==> config.mk <==
export PLATFORM = sky130hd
export DESIGN_NAME = sparkle_overlay
export DESIGN_NICKNAME = d
export VERILOG_FILES = /design/src/design/sparkle_geom_pkg.sv /design/src/design/sparkle_anim_pkg.sv /design/src/design/raster_scan.sv /design/src/design/sprite_window.sv /design/src/design/anim_sequencer.sv /design/src/design/sparkle_ctrl.sv /design/src/design/sparkle_rom.sv /design/src/design/sparkle_overlay.sv
export SDC_FILE = /design/constraint.sdc
export NUM_CORES = 1
export LEC_CHECK = 0
export BUFFER_PORTS_ARGS = -buffer_cell sky130_fd_sc_hd__buf_2
export CAP_MARGIN = 10
export CORE_UTILIZATION = 62
export CTS_BUF_LIST = sky130_fd_sc_hd__clkbuf_2 sky130_fd_sc_hd__clkbuf_4 sky130_fd_sc_hd__clkbuf_8
export DETAILED_ROUTE_END_ITERATION = 6
export PLACE_DENSITY_LB_ADDON = 0.05
export SLEW_MARGIN = 20
export SYNTH_ARGS = -nofsm -noshare
export SYNTH_HDL_FRONTEND = slang
export SYNTH_HIERARCHICAL = 1
export SYNTH_SLANG_ARGS = --single-unit
==> constraint.sdc <==
create_clock -name clk -period 3.8 [get_ports clk]
set_clock_uncertainty 0.15 [all_clocks]
set_input_delay 0.76 -clock clk [delete_from_list [all_inputs] [get_ports clk]]
set_output_delay 0.76 -clock clk [all_outputs]
set_load 0.02 [all_outputs]
==> src/sparkle_frames.mem <==
// one 20-bit word per sprite row, bit 0 is column offset 0
// rows 0-19 frame 0, 20-39 frame 1, 40-59 frame 2, 60-79 frame 3
00000
00400
00400
00e00
00e00
01f00
21f08
0fffe
03ff8
00e00
00e00
03ff8
0fffe
21f08
01f00
00e00
00e00
00400
00400
00000
80001
40002
20004
10008
08010
04020
02040
01080
00900
00600
00600
00900
01080
02040
04020
08010
10008
20004
40002
80001
00000
08010
00000
00420
02004
00000
40a00
00000
01008
20100
00840
00000
04002
00000
80201
00000
00420
10000
00008
00000
11111
22222
44444
88888
11111
22222
44444
88888
11111
22222
44444
88888
11111
22222
44444
88888
11111
22222
44444
88888
==> src/design/sparkle_geom_pkg.sv <==
package sparkle_geom_pkg;

	typedef logic [8:0] row_t; // screen row
	typedef logic [9:0] col_t; // screen column

	typedef struct packed
	{
		row_t row;
		col_t col;
	} scan_pos_t;

	localparam int SPRITE_SIZE = 20; // window edge in pixels

	typedef logic [4:0] spr_idx_t; // row or column offset inside a sprite

	// ~~~~~~~~~~~~~~~~~~~~~~~~~~~~~~~~~~~~~~~
	// fixed window origins per mode
	localparam scan_pos_t PLAY_ORG_2  = '{row: 9'd45,  col: 10'd530};
	localparam scan_pos_t PLAY_ORG_3  = '{row: 9'd90,  col: 10'd590};
	localparam scan_pos_t PLAY_ORG_4  = '{row: 9'd400, col: 10'd555};
	localparam scan_pos_t BOARD_ORG_0 = '{row: 9'd45,  col: 10'd120};
	localparam scan_pos_t BOARD_ORG_1 = '{row: 9'd220, col: 10'd172};
	localparam scan_pos_t BOARD_ORG_2 = '{row: 9'd290, col: 10'd120};
	localparam scan_pos_t BOARD_ORG_3 = '{row: 9'd350, col: 10'd200};

endpackage

==> src/design/sparkle_anim_pkg.sv <==
package sparkle_anim_pkg;

	localparam int N_SLOTS  = 5; // sprite slots on screen
	localparam int N_FRAMES = 4; // animation frames in memory

	typedef logic [1:0] frame_t;

	// memory row: frame * 20 + sprite row
	typedef logic [6:0] rom_addr_t;

	// ~~~~~~~~~~~~~~~~~~~~~~~~~~~~~~~~~~~~~~~
	// per-slot result of the window test
	typedef struct packed
	{
		logic                       hit;
		sparkle_geom_pkg::spr_idx_t spr_row;
		sparkle_geom_pkg::spr_idx_t spr_col;
	} slot_hit_t;

endpackage

==> src/design/raster_scan.sv <==
module raster_scan #(
	parameter int H_TOTAL = 800,
	parameter int V_TOTAL = 525
) (
	input  logic                       clk,
	input  logic                       rst,
	output sparkle_geom_pkg::scan_pos_t scan,
	output logic                       frame_start
);

	sparkle_geom_pkg::col_t col_cnt;
	logic [9:0]             row_cnt; // one bit wider than row_t for tall blanking
	logic                   last_col;
	logic                   last_row;

	assign last_col = (col_cnt == sparkle_geom_pkg::col_t'(H_TOTAL - 1));
	assign last_row = (row_cnt == 10'(V_TOTAL - 1));

	always_ff @(posedge clk)
	begin
		if (rst)
		begin
			col_cnt     <= '0;
			row_cnt     <= '0;
			frame_start <= 1'b0;
		end
		else
		begin
			frame_start <= last_col && last_row; // next position is 0,0
			if (last_col)
			begin
				col_cnt <= '0;
				row_cnt <= last_row ? 10'd0 : row_cnt + 10'd1;
			end
			else
				col_cnt <= col_cnt + 10'd1;
		end
	end

	// blank rows past 511 park at 511, far below any window
	assign scan = '{row: row_cnt[9] ? 9'h1ff : row_cnt[8:0], col: col_cnt};

endmodule

==> src/design/sprite_window.sv <==
module sprite_window (
	input  logic                        clk,
	input  logic                        rst,
	input  sparkle_geom_pkg::scan_pos_t scan,
	input  sparkle_geom_pkg::scan_pos_t origin,
	input  logic                        en,
	output sparkle_anim_pkg::slot_hit_t hit
);

	sparkle_geom_pkg::row_t row_diff;
	sparkle_geom_pkg::col_t col_diff;
	logic                   in_win;

	// above or left of the origin wraps to a large value and fails the compare
	assign row_diff = scan.row - origin.row;
	assign col_diff = scan.col - origin.col;

	assign in_win = en
		&& (row_diff < sparkle_geom_pkg::row_t'(sparkle_geom_pkg::SPRITE_SIZE))
		&& (col_diff < sparkle_geom_pkg::col_t'(sparkle_geom_pkg::SPRITE_SIZE));

	always_ff @(posedge clk)
	begin
		hit.spr_row <= row_diff[4:0];
		hit.spr_col <= col_diff[4:0];
		if (rst)
			hit.hit <= 1'b0;
		else
			hit.hit <= in_win;
	end

	a_offs_in_window: assert property (@(posedge clk) disable iff (rst)
		hit.hit |-> (hit.spr_row < 5'(sparkle_geom_pkg::SPRITE_SIZE)
			&& hit.spr_col < 5'(sparkle_geom_pkg::SPRITE_SIZE)));

endmodule

==> src/design/anim_sequencer.sv <==
module anim_sequencer #(
	parameter int STEP_FRAMES = 1,
	parameter int REVERSE     = 0
) (
	input  logic                     clk,
	input  logic                     rst,
	input  logic                     frame_start,
	output sparkle_anim_pkg::frame_t frame
);

	localparam int CNT_W = (STEP_FRAMES > 1) ? $clog2(STEP_FRAMES) : 1;

	logic [CNT_W-1:0] step_cnt; // screen frames since the last step
	logic             step_now;

	assign step_now = frame_start && (step_cnt == CNT_W'(STEP_FRAMES - 1));

	always_ff @(posedge clk)
	begin
		if (rst)
		begin
			step_cnt <= '0;
			frame    <= '0;
		end
		else if (frame_start)
		begin
			if (step_now)
			begin
				step_cnt <= '0;
				// 2-bit index wraps modulo 4 on its own
				if (REVERSE != 0)
					frame <= frame - 2'd1;
				else
					frame <= frame + 2'd1;
			end
			else
				step_cnt <= step_cnt + CNT_W'(1);
		end
	end

endmodule

==> src/design/sparkle_ctrl.sv <==
module sparkle_ctrl (
	input  logic                         clk,
	input  logic                         rst,
	input  logic                         frame_start,
	input  logic                         leaderboard,
	input  logic                         two_player_mode,
	input  sparkle_geom_pkg::scan_pos_t  p1_origin,
	input  sparkle_geom_pkg::scan_pos_t  p2_origin,
	input  sparkle_anim_pkg::slot_hit_t  slot_hit [sparkle_anim_pkg::N_SLOTS],
	input  sparkle_anim_pkg::frame_t     slot_frame [sparkle_anim_pkg::N_SLOTS],
	output sparkle_geom_pkg::scan_pos_t  origin [sparkle_anim_pkg::N_SLOTS],
	output logic [sparkle_anim_pkg::N_SLOTS-1:0] en,
	output sparkle_anim_pkg::rom_addr_t  rom_addr,
	output sparkle_geom_pkg::spr_idx_t   col_sel,
	output logic                         pix_on
);

	typedef enum logic [1:0] {mode_play_one, mode_play_two, mode_board} mode_t;

	mode_t                       mode_q;
	sparkle_geom_pkg::scan_pos_t p1_q;
	sparkle_geom_pkg::scan_pos_t p2_q;
	logic                        win_hit;
	sparkle_anim_pkg::frame_t    win_frame;
	sparkle_geom_pkg::spr_idx_t  win_row;
	sparkle_geom_pkg::spr_idx_t  win_col;

	// ~~~~~~~~~~~~~~~~~~~~~~~~~~~~~~~~~~~~~~~
	// mode and player origins, frame-synchronous
	always_ff @(posedge clk)
	begin
		if (rst)
			mode_q <= mode_play_one;
		else if (frame_start)
		begin
			if (leaderboard)
				mode_q <= mode_board; // leaderboard wins over player count
			else if (two_player_mode)
				mode_q <= mode_play_two;
			else
				mode_q <= mode_play_one;
		end
	end

	// also loaded in reset so the first frame has defined windows
	always_ff @(posedge clk)
	begin
		if (rst || frame_start)
		begin
			p1_q <= p1_origin;
			p2_q <= p2_origin;
		end
	end

	always_comb
	begin
		origin[0] = p1_q;
		origin[1] = p2_q;
		origin[2] = sparkle_geom_pkg::PLAY_ORG_2;
		origin[3] = sparkle_geom_pkg::PLAY_ORG_3;
		origin[4] = sparkle_geom_pkg::PLAY_ORG_4;
		case (mode_q)
			mode_play_one: en = 5'b10011;
			mode_play_two: en = 5'b11111;
			mode_board:
			begin
				origin[0] = sparkle_geom_pkg::BOARD_ORG_0;
				origin[1] = sparkle_geom_pkg::BOARD_ORG_1;
				origin[2] = sparkle_geom_pkg::BOARD_ORG_2;
				origin[3] = sparkle_geom_pkg::BOARD_ORG_3;
				en        = 5'b01111; // slot 4 off on the leaderboard
			end
			default: en = 5'b00000;
		endcase
	end

	// ~~~~~~~~~~~~~~~~~~~~~~~~~~~~~~~~~~~~~~~
	// highest-numbered hitting slot wins
	always_comb
	begin
		win_hit   = 1'b0;
		win_frame = '0;
		win_row   = '0;
		win_col   = '0;
		for (int i = 0; i < sparkle_anim_pkg::N_SLOTS; i++)
		begin
			if (slot_hit[i].hit)
			begin
				win_hit   = 1'b1;
				win_frame = slot_frame[i];
				win_row   = slot_hit[i].spr_row;
				win_col   = slot_hit[i].spr_col;
			end
		end
	end

	always_ff @(posedge clk)
	begin
		rom_addr <= sparkle_anim_pkg::rom_addr_t'(win_frame)
			* sparkle_anim_pkg::rom_addr_t'(sparkle_geom_pkg::SPRITE_SIZE)
			+ sparkle_anim_pkg::rom_addr_t'(win_row);
		col_sel  <= win_col;
		if (rst)
			pix_on <= 1'b0;
		else
			pix_on <= win_hit;
	end

	a_addr_range: assert property (@(posedge clk) disable iff (rst)
		rom_addr < sparkle_anim_pkg::rom_addr_t'(sparkle_anim_pkg::N_FRAMES
			* sparkle_geom_pkg::SPRITE_SIZE));

endmodule

==> src/design/sparkle_rom.sv <==
module sparkle_rom (
	input  logic                        clk,
	input  sparkle_anim_pkg::rom_addr_t rom_addr,
	input  sparkle_geom_pkg::spr_idx_t  col_sel,
	input  logic                        pix_on,
	output logic                        sparkle,
	output logic                        sparkle_on
);

	localparam int DEPTH = sparkle_anim_pkg::N_FRAMES * sparkle_geom_pkg::SPRITE_SIZE;

	// one word per sprite row, bit 0 is column offset 0
	logic [sparkle_geom_pkg::SPRITE_SIZE-1:0] mem [DEPTH];

	initial
	begin
		$readmemh("/design/src/sparkle_frames.mem", mem);
	end

	always_ff @(posedge clk)
	begin
		sparkle    <= pix_on & mem[rom_addr][col_sel];
		sparkle_on <= pix_on;
	end

endmodule

==> src/design/sparkle_overlay.sv <==
module sparkle_overlay #(
	parameter int H_TOTAL     = 800,
	parameter int V_TOTAL     = 525,
	parameter int STEP_FRAMES = 8
) (
	input  logic                        clk,
	input  logic                        rst,
	input  logic                        leaderboard,
	input  logic                        two_player_mode,
	input  sparkle_geom_pkg::scan_pos_t p1_origin,
	input  sparkle_geom_pkg::scan_pos_t p2_origin,
	output sparkle_geom_pkg::scan_pos_t scan,
	output logic                        frame_start,
	output logic                        sparkle,
	output logic                        sparkle_on
);

	sparkle_anim_pkg::slot_hit_t  slot_hit [sparkle_anim_pkg::N_SLOTS];
	sparkle_anim_pkg::frame_t     slot_frame [sparkle_anim_pkg::N_SLOTS];
	sparkle_geom_pkg::scan_pos_t  slot_origin [sparkle_anim_pkg::N_SLOTS];
	logic [sparkle_anim_pkg::N_SLOTS-1:0] slot_en;
	sparkle_anim_pkg::rom_addr_t  rom_addr;
	sparkle_geom_pkg::spr_idx_t   col_sel;
	logic                         pix_on;

	raster_scan #(.H_TOTAL(H_TOTAL), .V_TOTAL(V_TOTAL)) scan_i (
		.clk, .rst, .scan, .frame_start
	);

	// ~~~~~~~~~~~~~~~~~~~~~~~~~~~~~~~~~~~~~~~
	// per-slot window test and animation
	for (genvar i = 0; i < sparkle_anim_pkg::N_SLOTS; i++)
	begin : g_slot
		sprite_window win_i (
			.clk, .rst, .scan,
			.origin (slot_origin[i]),
			.en     (slot_en[i]),
			.hit    (slot_hit[i])
		);

		// slot 3 runs three times slower, slots 3 and 4 run backwards
		anim_sequencer #(
			.STEP_FRAMES ((i == 3) ? 3 * STEP_FRAMES : STEP_FRAMES),
			.REVERSE     ((i >= 3) ? 1 : 0)
		) seq_i (
			.clk, .rst, .frame_start,
			.frame (slot_frame[i])
		);
	end

	sparkle_ctrl ctrl_i (
		.clk, .rst, .frame_start, .leaderboard, .two_player_mode,
		.p1_origin, .p2_origin, .slot_hit, .slot_frame,
		.origin (slot_origin),
		.en     (slot_en),
		.rom_addr, .col_sel, .pix_on
	);

	sparkle_rom rom_i (
		.clk, .rom_addr, .col_sel, .pix_on, .sparkle, .sparkle_on
	);

endmodule

# Yosys cells after proc, flatten, opt, wreduce, memory -nomap -nowiden
# Cells that the tools add are included.
word_totals:
  wordCells: 82
  ff_bits: 99
  input_bits: 42
  output_inout_bits: 22
op_classes:
  n_addsub: 12
  reduce_logical: 14
  eq_ne: 4
  magnitude_cmp: 11
  mux: 18
  n_bitwise: 1
ops:
  columns: ["cell", "n"]
  rows:
  - ["$mux 76", 1]
  - ["$lt 10x5->1 const B", 5]
  - ["$lt 9x5->1 const B", 5]
  - ["$sub 10x10->10", 4]
  - ["$sub 9x9->9", 4]
  - ["$mux 5", 5]
  - ["$add 10x1->10 const B", 2]
  - ["$eq 10x10->1 const B", 2]
  - ["$pmux 5 s3", 1]
  - ["$logic_and 1x1->1", 11]
  - ["$mux 10", 1]
  - ["$sub 10x10->10 const B", 1]
  - ["$mux 9", 1]
  - ["$sub 9x9->9 const B", 1]
  - ["$mux 1", 7]
  - ["$lt 5x6->1 const B", 1]
  - ["$bmux 1 s5", 1]
  - ["$eq 2x1->1 const B", 1]
  - ["$eq 2x2->1 const B", 1]
  - ["$logic_not 2->1", 1]
  - ["$mux 2", 1]
  - ["$reduce_or 2->1", 1]
  - ["$and 1x1->1", 1]
  - ["$logic_or 1x1->1", 1]

# Longest topological paths before layout
# Gate-level depths: netlist of the first run.
depth:
  depth_word: 6
  depth_mapped: 14
  ltp_nobuf: 13

# Modules after synthesis
# Netlist of the first run, hierarchy kept.
modules_own_cells:
  columns: ["module", "area_per_inst_um2", "instances", "seq_area_each_um2", "cells_each"]
  rows:
  - ["sprite_window (g_slot[0].win_i ...)", 1063.5, 4, 220.2, 128]
  - ["sparkle_ctrl", 2771.4, 1, 1441.4, 251]
  - ["sprite_window (g_slot[1].win_i)", 1229.9, 1, 220.2, 158]
  - ["raster_scan", 1028.5, 1, 420.4, 120]
  - ["anim_sequencer (g_slot[0].seq_i ...)", 242.7, 3, 100.1, 24]
  - ["anim_sequencer (g_slot[3].seq_i)", 302.8, 1, 140.1, 33]
  - ["anim_sequencer (g_slot[4].seq_i)", 229.0, 1, 100.1, 21]
  - ["sparkle_rom", 31.3, 1, 20.0, 3]

# Least setup slack after synthesis of the first run
# No wires, ideal clock.
synth_path:
  kind: "flip-flop to flip-flop"
  from: "register ctrl_i.mode_q[0]"
  to: "register g_slot[1].win_i/hit[10] (netlist name)"
  synth_period_minus_slack_ns: 3.388
  stages_incl_launch_ff: 14
  slack_ns: 0.412
  setup_ns: 0.088
  required_ns: 3.562
  path_buffers: 1
  t_arrival_ns: 3.150
  cell_sequence: "dfxtp_1 > inv_1 > ha_1 > clkbuf_1 > or2_2 > inv_1 > ha_1 > or2b_2 > o2bb2ai_1 > or4b_1 > a311oi_1 > nand4_1 > or4_1 > nor4_2"
synth_lines:
  columns: ["item", "line", "source"]
  rows:
  - ["start, declared", "sparkle_ctrl.sv:20", "mode_t mode_q;"]
  - ["start signal, assigned", "sparkle_ctrl.sv:33", "mode_q <= mode_play_one;"]
  - ["start signal, assigned", "sparkle_ctrl.sv:37", "mode_q <= mode_board;"]
  - ["start signal, assigned", "sparkle_ctrl.sv:39", "mode_q <= mode_play_two;"]
  - ["end, declared", "sprite_window.sv:7", "output sparkle_anim_pkg::slot_hit_t hit"]

==> results.rst, run 1 <==
.. list-table::
   :header-rows: 1

   * - Metric
     - Value
   * - Effective utilization at floorplan
     - 64.6%
   * - Ratio of total power to cell area
     - about 240 nW/µm²
   * - Final instance count without filler cells
     - between 1000 and 1500
   * - Core ar.
     - between 10000 and 15000 µm²
   * - YS warnings
     - 6
   * - Highest attainable clock frequency
     - around 290 MHz
   * - Die boundary width
     - 112 µm
   * - I/O pins
     - 64
   * - Violations in the final reports
     - DRC
   * - CP most frequent cell
     - sky130_fd_sc_hd__inv_1
   * - Vias
     - ~6000
   * - Final critical path time including I/O delays and setup
     - roughly 3500 ps
   * - TritonCTS clock tree
     - yes
   * - Pins Over Slew Limit
     - 0
   * - Number of max-cap violations
     - 0
   * - Chain of cells forming the critical path
     - inv_1 > ha_2 > or2_2 > inv_1 > ha_1 > or2b_2 > o2bb2ai_1 > or4b_1 > a311oi_1 > nand4_1 > or4_1 > nor4_2
   * - Total count of hold-check failures in the final report
     - 0
   * - Flop pwr share
     - between 40% and 50%
   * - Category of the worst setup path capture point
     - register
   * - End of the worst register-to-register path
     - g_slot[1].win_i/hit[10]
   * - Clk buf depth
     - 2
   * - Total routed wirelength
     - between 15 and 20 mm
   * - Synth Instances
     - just under 900
   * - Final critical-path share of the clock period
     - around 90%
   * - Height of the die
     - roughly 110 µm
   * - DR vias/cell
     - 5.66
   * - Worst slew pin tran
     - approximately 840 ps
   * - Switching power summed over all nets
     - 0.000501 W
   * - Proportion of power drawn by combinational gates
     - 18.5%
   * - Global router's overall resource usage
     - between 20 and 30%
   * - Count of routing violations after the opening detailed-route iteration
     - about 300
   * - Fraction of layout cells with a size suffix above 1
     - between 10% and 20%
   * - Final net count
     - between 1000 and 1500
   * - Wire length per cell
     - approximately 16 µm
   * - Cell Int Power
     - around 0.0014 W
   * - Clock sink total
     - between 60 and 70
   * - Final GP Congestion
     - just over 0.9
   * - Number of cells on the worst hold path
     - 0
   * - Layout overhead on the synthesized area
     - 6.48%
   * - Number of filler cells placed in the layout
     - about 1000
   * - CTS Root Buffer Type
     - sky130_fd_sc_hd__clkbuf_8
   * - Post-layout total power
     - 0.00190 W
   * - RSZ-0062 raised after global routing
     - no
   * - Reg2Reg Depth
     - 12
   * - Switching Fraction
     - between 20% and 30%
   * - Type of the setup path with the least slack
     - reg2reg
   * - Peak ir drop on the vdd network
     - 266 µV
   * - HPWL after DPL
     - around 14 mm
   * - Required time worst endpoint
     - 3910 ps
   * - Cells after DPL
     - 1069
   * - H-tree depth reported by CTS
     - 3
   * - Total Die Area
     - between 10000 and 15000 µm²
   * - Kind of start point of the critical path
     - register
   * - Row cnt
     - 39
   * - First-pass iteration count of the detailed router
     - 7
   * - Largest net degree at the start of global routing
     - 39
   * - Clock-pin slew on the worst setup and hold paths
     - 80 ps
   * - Post-synthesis average cell area
     - ~8.5 µm²
   * - Tightest slew margin relative to the limit
     - between 40 and 50%
   * - Inserted Diodes
     - 0
   * - DRC violations left
     - 3
   * - Post-CTS repair timing setup buffer count
     - 0
   * - Number of buffers created by CTS
     - 9
   * - Critical path origin
     - ctrl_i/mode_q[0]
   * - Slowest-stage cell, CP
     - sky130_fd_sc_hd__or4_1
   * - Static leakage
     - about 3.8 nW
   * - Number of global-route vias before repair
     - 6063
   * - Clk Latency, worst-skew pair
     - 350 ps
   * - Critical Path Max Stage Delay
     - ~540 ps
   * - Number of endpoints failing setup at the final stage
     - 0
   * - Worst slack at placement
     - roughly 230 ps
   * - IO buf count
     - between 60 and 70
   * - Largest fanout of any net on the critical path
     - 11
   * - Critical path destination
     - g_slot[1].win_i/hit[10]
   * - Initial antenna violation count
     - 0
   * - Arrival time reported for the critical path endpoint
     - 3610 ps
   * - Clock network fraction of design power
     - 38.3%
   * - First-pass GRT wire length
     - 28.6 mm
   * - Worst R2R Setup Slack
     - 300 ps
   * - Worst path setup slack after routing
     - slightly above 300 ps
   * - Remaining antenna violation count
     - 0
   * - Type of the worst min-delay path
     - reg2reg
   * - Post-Route Setup TNS
     - 0 ps
   * - Crit Reg-Reg Startpoint
     - ctrl_i/mode_q[0]
   * - Grt ovf
     - 0
   * - Post-Synthesis Cell Area
     - between 7000 and 8000 µm²
   * - Run status
     - finished, violations left
==> layer usage <==
| layer | routed length [µm] | track usage [%] | share of wire [%] | vias to the layer above |
|---|---|---|---|---|
| li1 | - | - | - | 3039 |
| met1 | 7560 | 34.5 | 44 | 2890 |
| met2 | 8310 | 50.9 | 48 | 169 |
| met3 | 753 | 4.68 | 4.4 | 42 |
| met4 | 628 | 13.2 | 3.6 | 0 |
| met5 | 0 | 0 | 0 | - |
==> layout by cell type, fill, tap and decap left out, drive strengths merged, types with 31 or more instances in the layout <==
master / count
a21oi: 50
buf: 75
conb: 42
edfxtp: 38
ha: 92
inv: 118
nand2: 39
nor2: 56
nor2b: 36
o21ai: 39
or2: 38
xnor2: 40
xor2: 31
==> critical path: cells and delay by family, from the launching register on <==
kind / cells / cell delay [ps]
buffers and inverters: 2 / 150
AND/OR/NAND/NOR: 6 / 1810
AO/OA/AOI/OAI: 2 / 330
adder cells (fa/ha/maj): 2 / 560
flip-flops: 1 / 390
==> timing repair <==
| item | in CTS | in global routing |
|---|---|---|
| endpoints found under the hold margin | 0 | 0 |
| hold buffers | 0 | 0 |
| gates resized for setup | 0 | 1 |
| setup endpoints to repair | 0 | 1 |
==> registers in the layout (all words and copies together), names as in the netlist <==
name and flops:
scan_i/col_cnt 10, ctrl_i/p1_q 19, g_slot.win_i/hit 5, ctrl_i/mode_q 2
rom_i/sparkle_on 1, ctrl_i/pix_on 1, scan_i/row_cnt 10, ctrl_i/p2_q 19
scan_i/frame_start 1
==> how the worst min path moves through the flow <==
stage / startpoint / endpoint / slack (ps)
6_report: ctrl_i/pix_on / rom_i/sparkle_on / 180
5_1_grt: ctrl_i/pix_on / rom_i/sparkle_on / 190
4_1_cts: ctrl_i/pix_on / rom_i/sparkle_on / 180
3_5_place_dp: ctrl_i/pix_on / rom_i/sparkle_on / 160
3_3_place_gp: ctrl_i/pix_on / rom_i/sparkle_on / 160
2_1_floorplan: ctrl_i/pix_on / rom_i/sparkle_on / 160
==> layout make-up <==
| type | instances | area, µm² | share of cell area [%] |
|---|---|---|---|
| well taps | 143 | 179 | 2.25 |
| flip-flops and latches | 68 | 1740 | 21.9 |
| clock inverters | 6 | 113 | 1.41 |
| repair buffers | 75 | 408 | 5.12 |
| multi-input cells | 665 | 4950 | 62.1 |
| clock buffers | 10 | 129 | 1.62 |
| inverters | 118 | 443 | 5.57 |
==> through the flow <==
stage | hold WS, ps | area (µm²) | utilization, %
after CTS | 181 | 7960 | 68.8
after floorplan | 160 | 7620 | -
after detailed placement | 162 | 7710 | 66.7
after global placement | 163 | 7710 | 66.7
after global routing | 187 | 7960 | 68.8
final | 181 | 7960 | 68.8
==> power by group through the flow <==
stage          Combinational, W  Clock (W)  Sequential [W]
2_1_floorplan          0.000289          0        0.000835
3_3_place_gp           0.000328          0        0.000836
3_5_place_dp           0.000341          0        0.000837
4_1_cts                0.000344   0.000747        0.000820
5_1_grt                0.000394   0.000771        0.000822
6_report               0.000351   0.000726        0.000820
No activity file was read; power rests on OpenSTA's default activity.
==> run 2: changes to the inputs <==
- ABC_AREA: default -> 1
==> run 2 against run 1 <==
Against the previous run: the run now ends clean; die area is 12% higher; hold slack better by 2.2 ps; wire length down 1.3%; first-iteration DRC count up 22%; sequential share of layout area is 2.1 points lower; critical path depth increased by 3; synthesized area increased by 12%; global-route usage shrank 3.7 points; largest cell class unchanged; highest routed layer unchanged.
==> results.rst, run 2 <==
.. list-table::
   :header-rows: 1

   * - Metric
     - Value
   * - Run status
     - complete, no violations
   * - YS warnings
     - 6
   * - CTS Root Buffer Type
     - sky130_fd_sc_hd__clkbuf_8
   * - Clock-pin slew on the worst setup and hold paths
     - around 80 ps
   * - Number of buffers created by CTS
     - 9
   * - Worst R2R Setup Slack
     - roughly 730 ps
   * - Reg2Reg Depth
     - 15
   * - Commonest cells after routing, fill and taps aside
     - sky130_fd_sc_hd__nand2_1, sky130_fd_sc_hd__inv_1, sky130_fd_sc_hd__nand3_1, sky130_fd_sc_hd__nor2_1, sky130_fd_sc_hd__ha_1
   * - Effective utilization at floorplan
     - 63.5%
   * - Final critical path time including I/O delays and setup
     - approximately 3000 ps
   * - Clk Latency, worst-skew pair
     - 360 ps
   * - Pins Over Slew Limit
     - 0
   * - Met2 demand-to-capacity share in global routing
     - 45.0%
   * - Category of the worst setup path capture point
     - register
   * - Post-Route Setup TNS
     - 0 ps
   * - Most common cell after layout, fill and taps aside
     - sky130_fd_sc_hd__nand2_1
   * - Largest fanout of any net on the critical path
     - 29
   * - Number of max-cap violations
     - 0
   * - Number of hold-repair buffers added at the cts stage
     - 0
   * - H-tree depth reported by CTS
     - 3
   * - Worst path setup slack after routing
     - roughly 730 ps
   * - Tightest slew margin relative to the limit
     - between 50% and 60%
   * - Number of endpoints failing setup at the final stage
     - 0
   * - Switching power summed over all nets
     - about 0.00054 W
   * - Final GP Congestion
     - about 0.9
   * - Row cnt
     - 42
   * - Ratio of total power to cell area
     - between 200 and 250 nW/µm²
   * - Global router's overall resource usage
     - roughly 25%
   * - Final critical-path share of the clock period
     - about 81%
   * - Synth Instances
     - 1313
   * - Worst slack at placement
     - roughly 740 ps
   * - Post-CTS repair timing setup buffer count
     - 0
   * - Clock network fraction of design power
     - 33.3%
   * - I/O pins
     - 64
   * - Post-route core utilization
     - about two thirds
   * - Cell Int Power
     - 0.00126 W
   * - WHS Endpoint
     - rom_i/sparkle_on
   * - Startpoint of the worst hold path
     - ctrl_i/pix_on
   * - Clock sink total
     - approximately 70
   * - IO buf count
     - slightly above 60
   * - Post-Synthesis Cell Area
     - 8370 µm²
   * - Total count of hold-check failures in the final report
     - 0
   * - Die boundary width
     - 118 µm
   * - Proportion of power drawn by combinational gates
     - 21.0%
   * - Vias
     - ~7400
   * - Total Die Area
     - ~14000 µm²
   * - Fraction of layout cells with a size suffix above 1
     - a little over a tenth
   * - RSZ-0062 raised after global routing
     - no
   * - First-pass iteration count of the detailed router
     - 5
   * - Highest attainable clock frequency
     - between 300 and 400 MHz
   * - Type of the worst min-delay path
     - reg2reg
   * - Switching Fraction
     - approximately 30%
   * - Count of routing violations after the opening detailed-route iteration
     - 370
   * - Post-synthesis average cell area
     - 6.38 µm²
   * - Total routed wirelength
     - ~17 mm
   * - Remaining antenna violation count
     - 0
   * - Flop pwr share
     - a little under half
   * - Wire length per cell
     - approximately 11 µm
   * - Worst slew pin tran
     - just over 700 ps
   * - Type of the setup path with the least slack
     - reg2reg
   * - Kind of start point of the critical path
     - register
   * - Peak ir drop on the vdd network
     - around 250 µV
   * - Crit Reg-Reg Startpoint
     - ctrl_i/mode_q[0]
   * - Largest net degree at the start of global routing
     - 40
   * - Met3 global-route usage
     - under 10%
   * - Biggest registers after layout
     - ctrl_i/p1_q: 19 flops, ctrl_i/p2_q: 19 flops
   * - HPWL after DPL
     - 13.6 mm
   * - First-pass GRT wire length
     - 28.3 mm
   * - Core ar.
     - 13200 µm²
   * - Static leakage
     - ~5.3 nW
   * - Number of global-route vias before repair
     - ~6700
   * - Met1 track utilization from global routing
     - about a third
   * - Initial antenna violation count
     - 0
   * - Final net count
     - 1506
   * - Clk buf depth
     - 2
   * - Layout overhead on the synthesized area
     - 4.92%
   * - TritonCTS clock tree
     - yes
   * - DRC violations left
     - 0
   * - Number of cells on the worst hold path
     - 0
   * - Required time worst endpoint
     - 3940 ps
   * - Arrival time reported for the critical path endpoint
     - between 3000 and 4000 ps
   * - End of the worst register-to-register path
     - g_slot[1].win_i/hit[10]
   * - Grt ovf
     - 0
   * - Post-CTS Resized
     - 0
   * - DR vias/cell
     - 4.81
   * - Inserted Diodes
     - 0
   * - Height of the die
     - between 100 and 150 µm
   * - Global route hottest layer
     - met2
==> run 2: per-stage QoR <==
| stage | hold WS (ps) | power (W) | std cells | cell area [µm²] |
|---|---|---|---|---|
| final | 183 | 0.00180 | 1543 | 8780 |
| after floorplan | 160 | 0.00116 | 1352 | 8520 |
| after detailed placement | 165 | 0.00121 | 1527 | 8590 |
| after global placement | 170 | 0.00121 | 1527 | 8590 |
| after global routing | 210 | 0.00189 | 1543 | 8780 |
| after CTS | 185 | 0.00181 | 1543 | 8780 |
==> run 2: power groups by stage <==
stage / Combinational [W] / Sequential [W] / Clock (W)
after floorplan: 0.000324 / 0.000836 / 0
after global placement: 0.000369 / 0.000838 / 0
after detailed placement: 0.000375 / 0.000838 / 0
after CTS: 0.000376 / 0.000822 / 0.000616
after global routing: 0.000433 / 0.000825 / 0.000633
final: 0.000377 / 0.000821 / 0.000599
==> run 2: how the worst max path moves through the flow <==
| stage | depth (start not counted) | slack, ps | from | to |
|---|---|---|---|---|
| after floorplan | 17 | 960 | ctrl_i/mode_q[0] | g_slot[2].win_i/hit[10] |
| after global routing | 15 | 500 | ctrl_i/mode_q[0] | g_slot[0].win_i/hit[10] |
| after detailed placement | 15 | 740 | ctrl_i/mode_q[0] | g_slot[1].win_i/hit[10] |
| after global placement | 15 | 780 | ctrl_i/mode_q[0] | g_slot[1].win_i/hit[10] |
| after CTS | 15 | 720 | ctrl_i/mode_q[0] | g_slot[1].win_i/hit[10] |
| final | 15 | 730 | ctrl_i/mode_q[0] | g_slot[1].win_i/hit[10] |
==> run 2: area by class of cell <==
type                    count  area, µm²
clock buffers               9        124
fillers                  1273       4410
flip-flops and latches     68       1740
clock inverters             7       67.6
inverters                 284       1070
repair buffers             64        325
well taps                 176        220
multi-input cells         935       5240
==> run 2: critical path: stages, from the launching register on <==
cell and delay (ps):
sky130_fd_sc_hd__dfxtp_1 330, sky130_fd_sc_hd__inv_1 100, sky130_fd_sc_hd__ha_1 580, sky130_fd_sc_hd__buf_4 430
sky130_fd_sc_hd__or2_2 180, sky130_fd_sc_hd__inv_1 30, sky130_fd_sc_hd__ha_1 320, sky130_fd_sc_hd__a21oi_1 210
sky130_fd_sc_hd__nand2_1 120, sky130_fd_sc_hd__nand2_1 90, sky130_fd_sc_hd__nand2_1 50, sky130_fd_sc_hd__nand2_1 60
sky130_fd_sc_hd__nand2_1 50, sky130_fd_sc_hd__nor2_1 80, sky130_fd_sc_hd__nand2_1 60, sky130_fd_sc_hd__nor3_2 130
==> run 2: routing by layer <==
layer / up-vias / share of wire (%)
met5: - / 0
met3: 25 / 3.2
met2: 138 / 47
met4: 0 / 2.3
met1: 3217 / 47
li1: 4048 / -
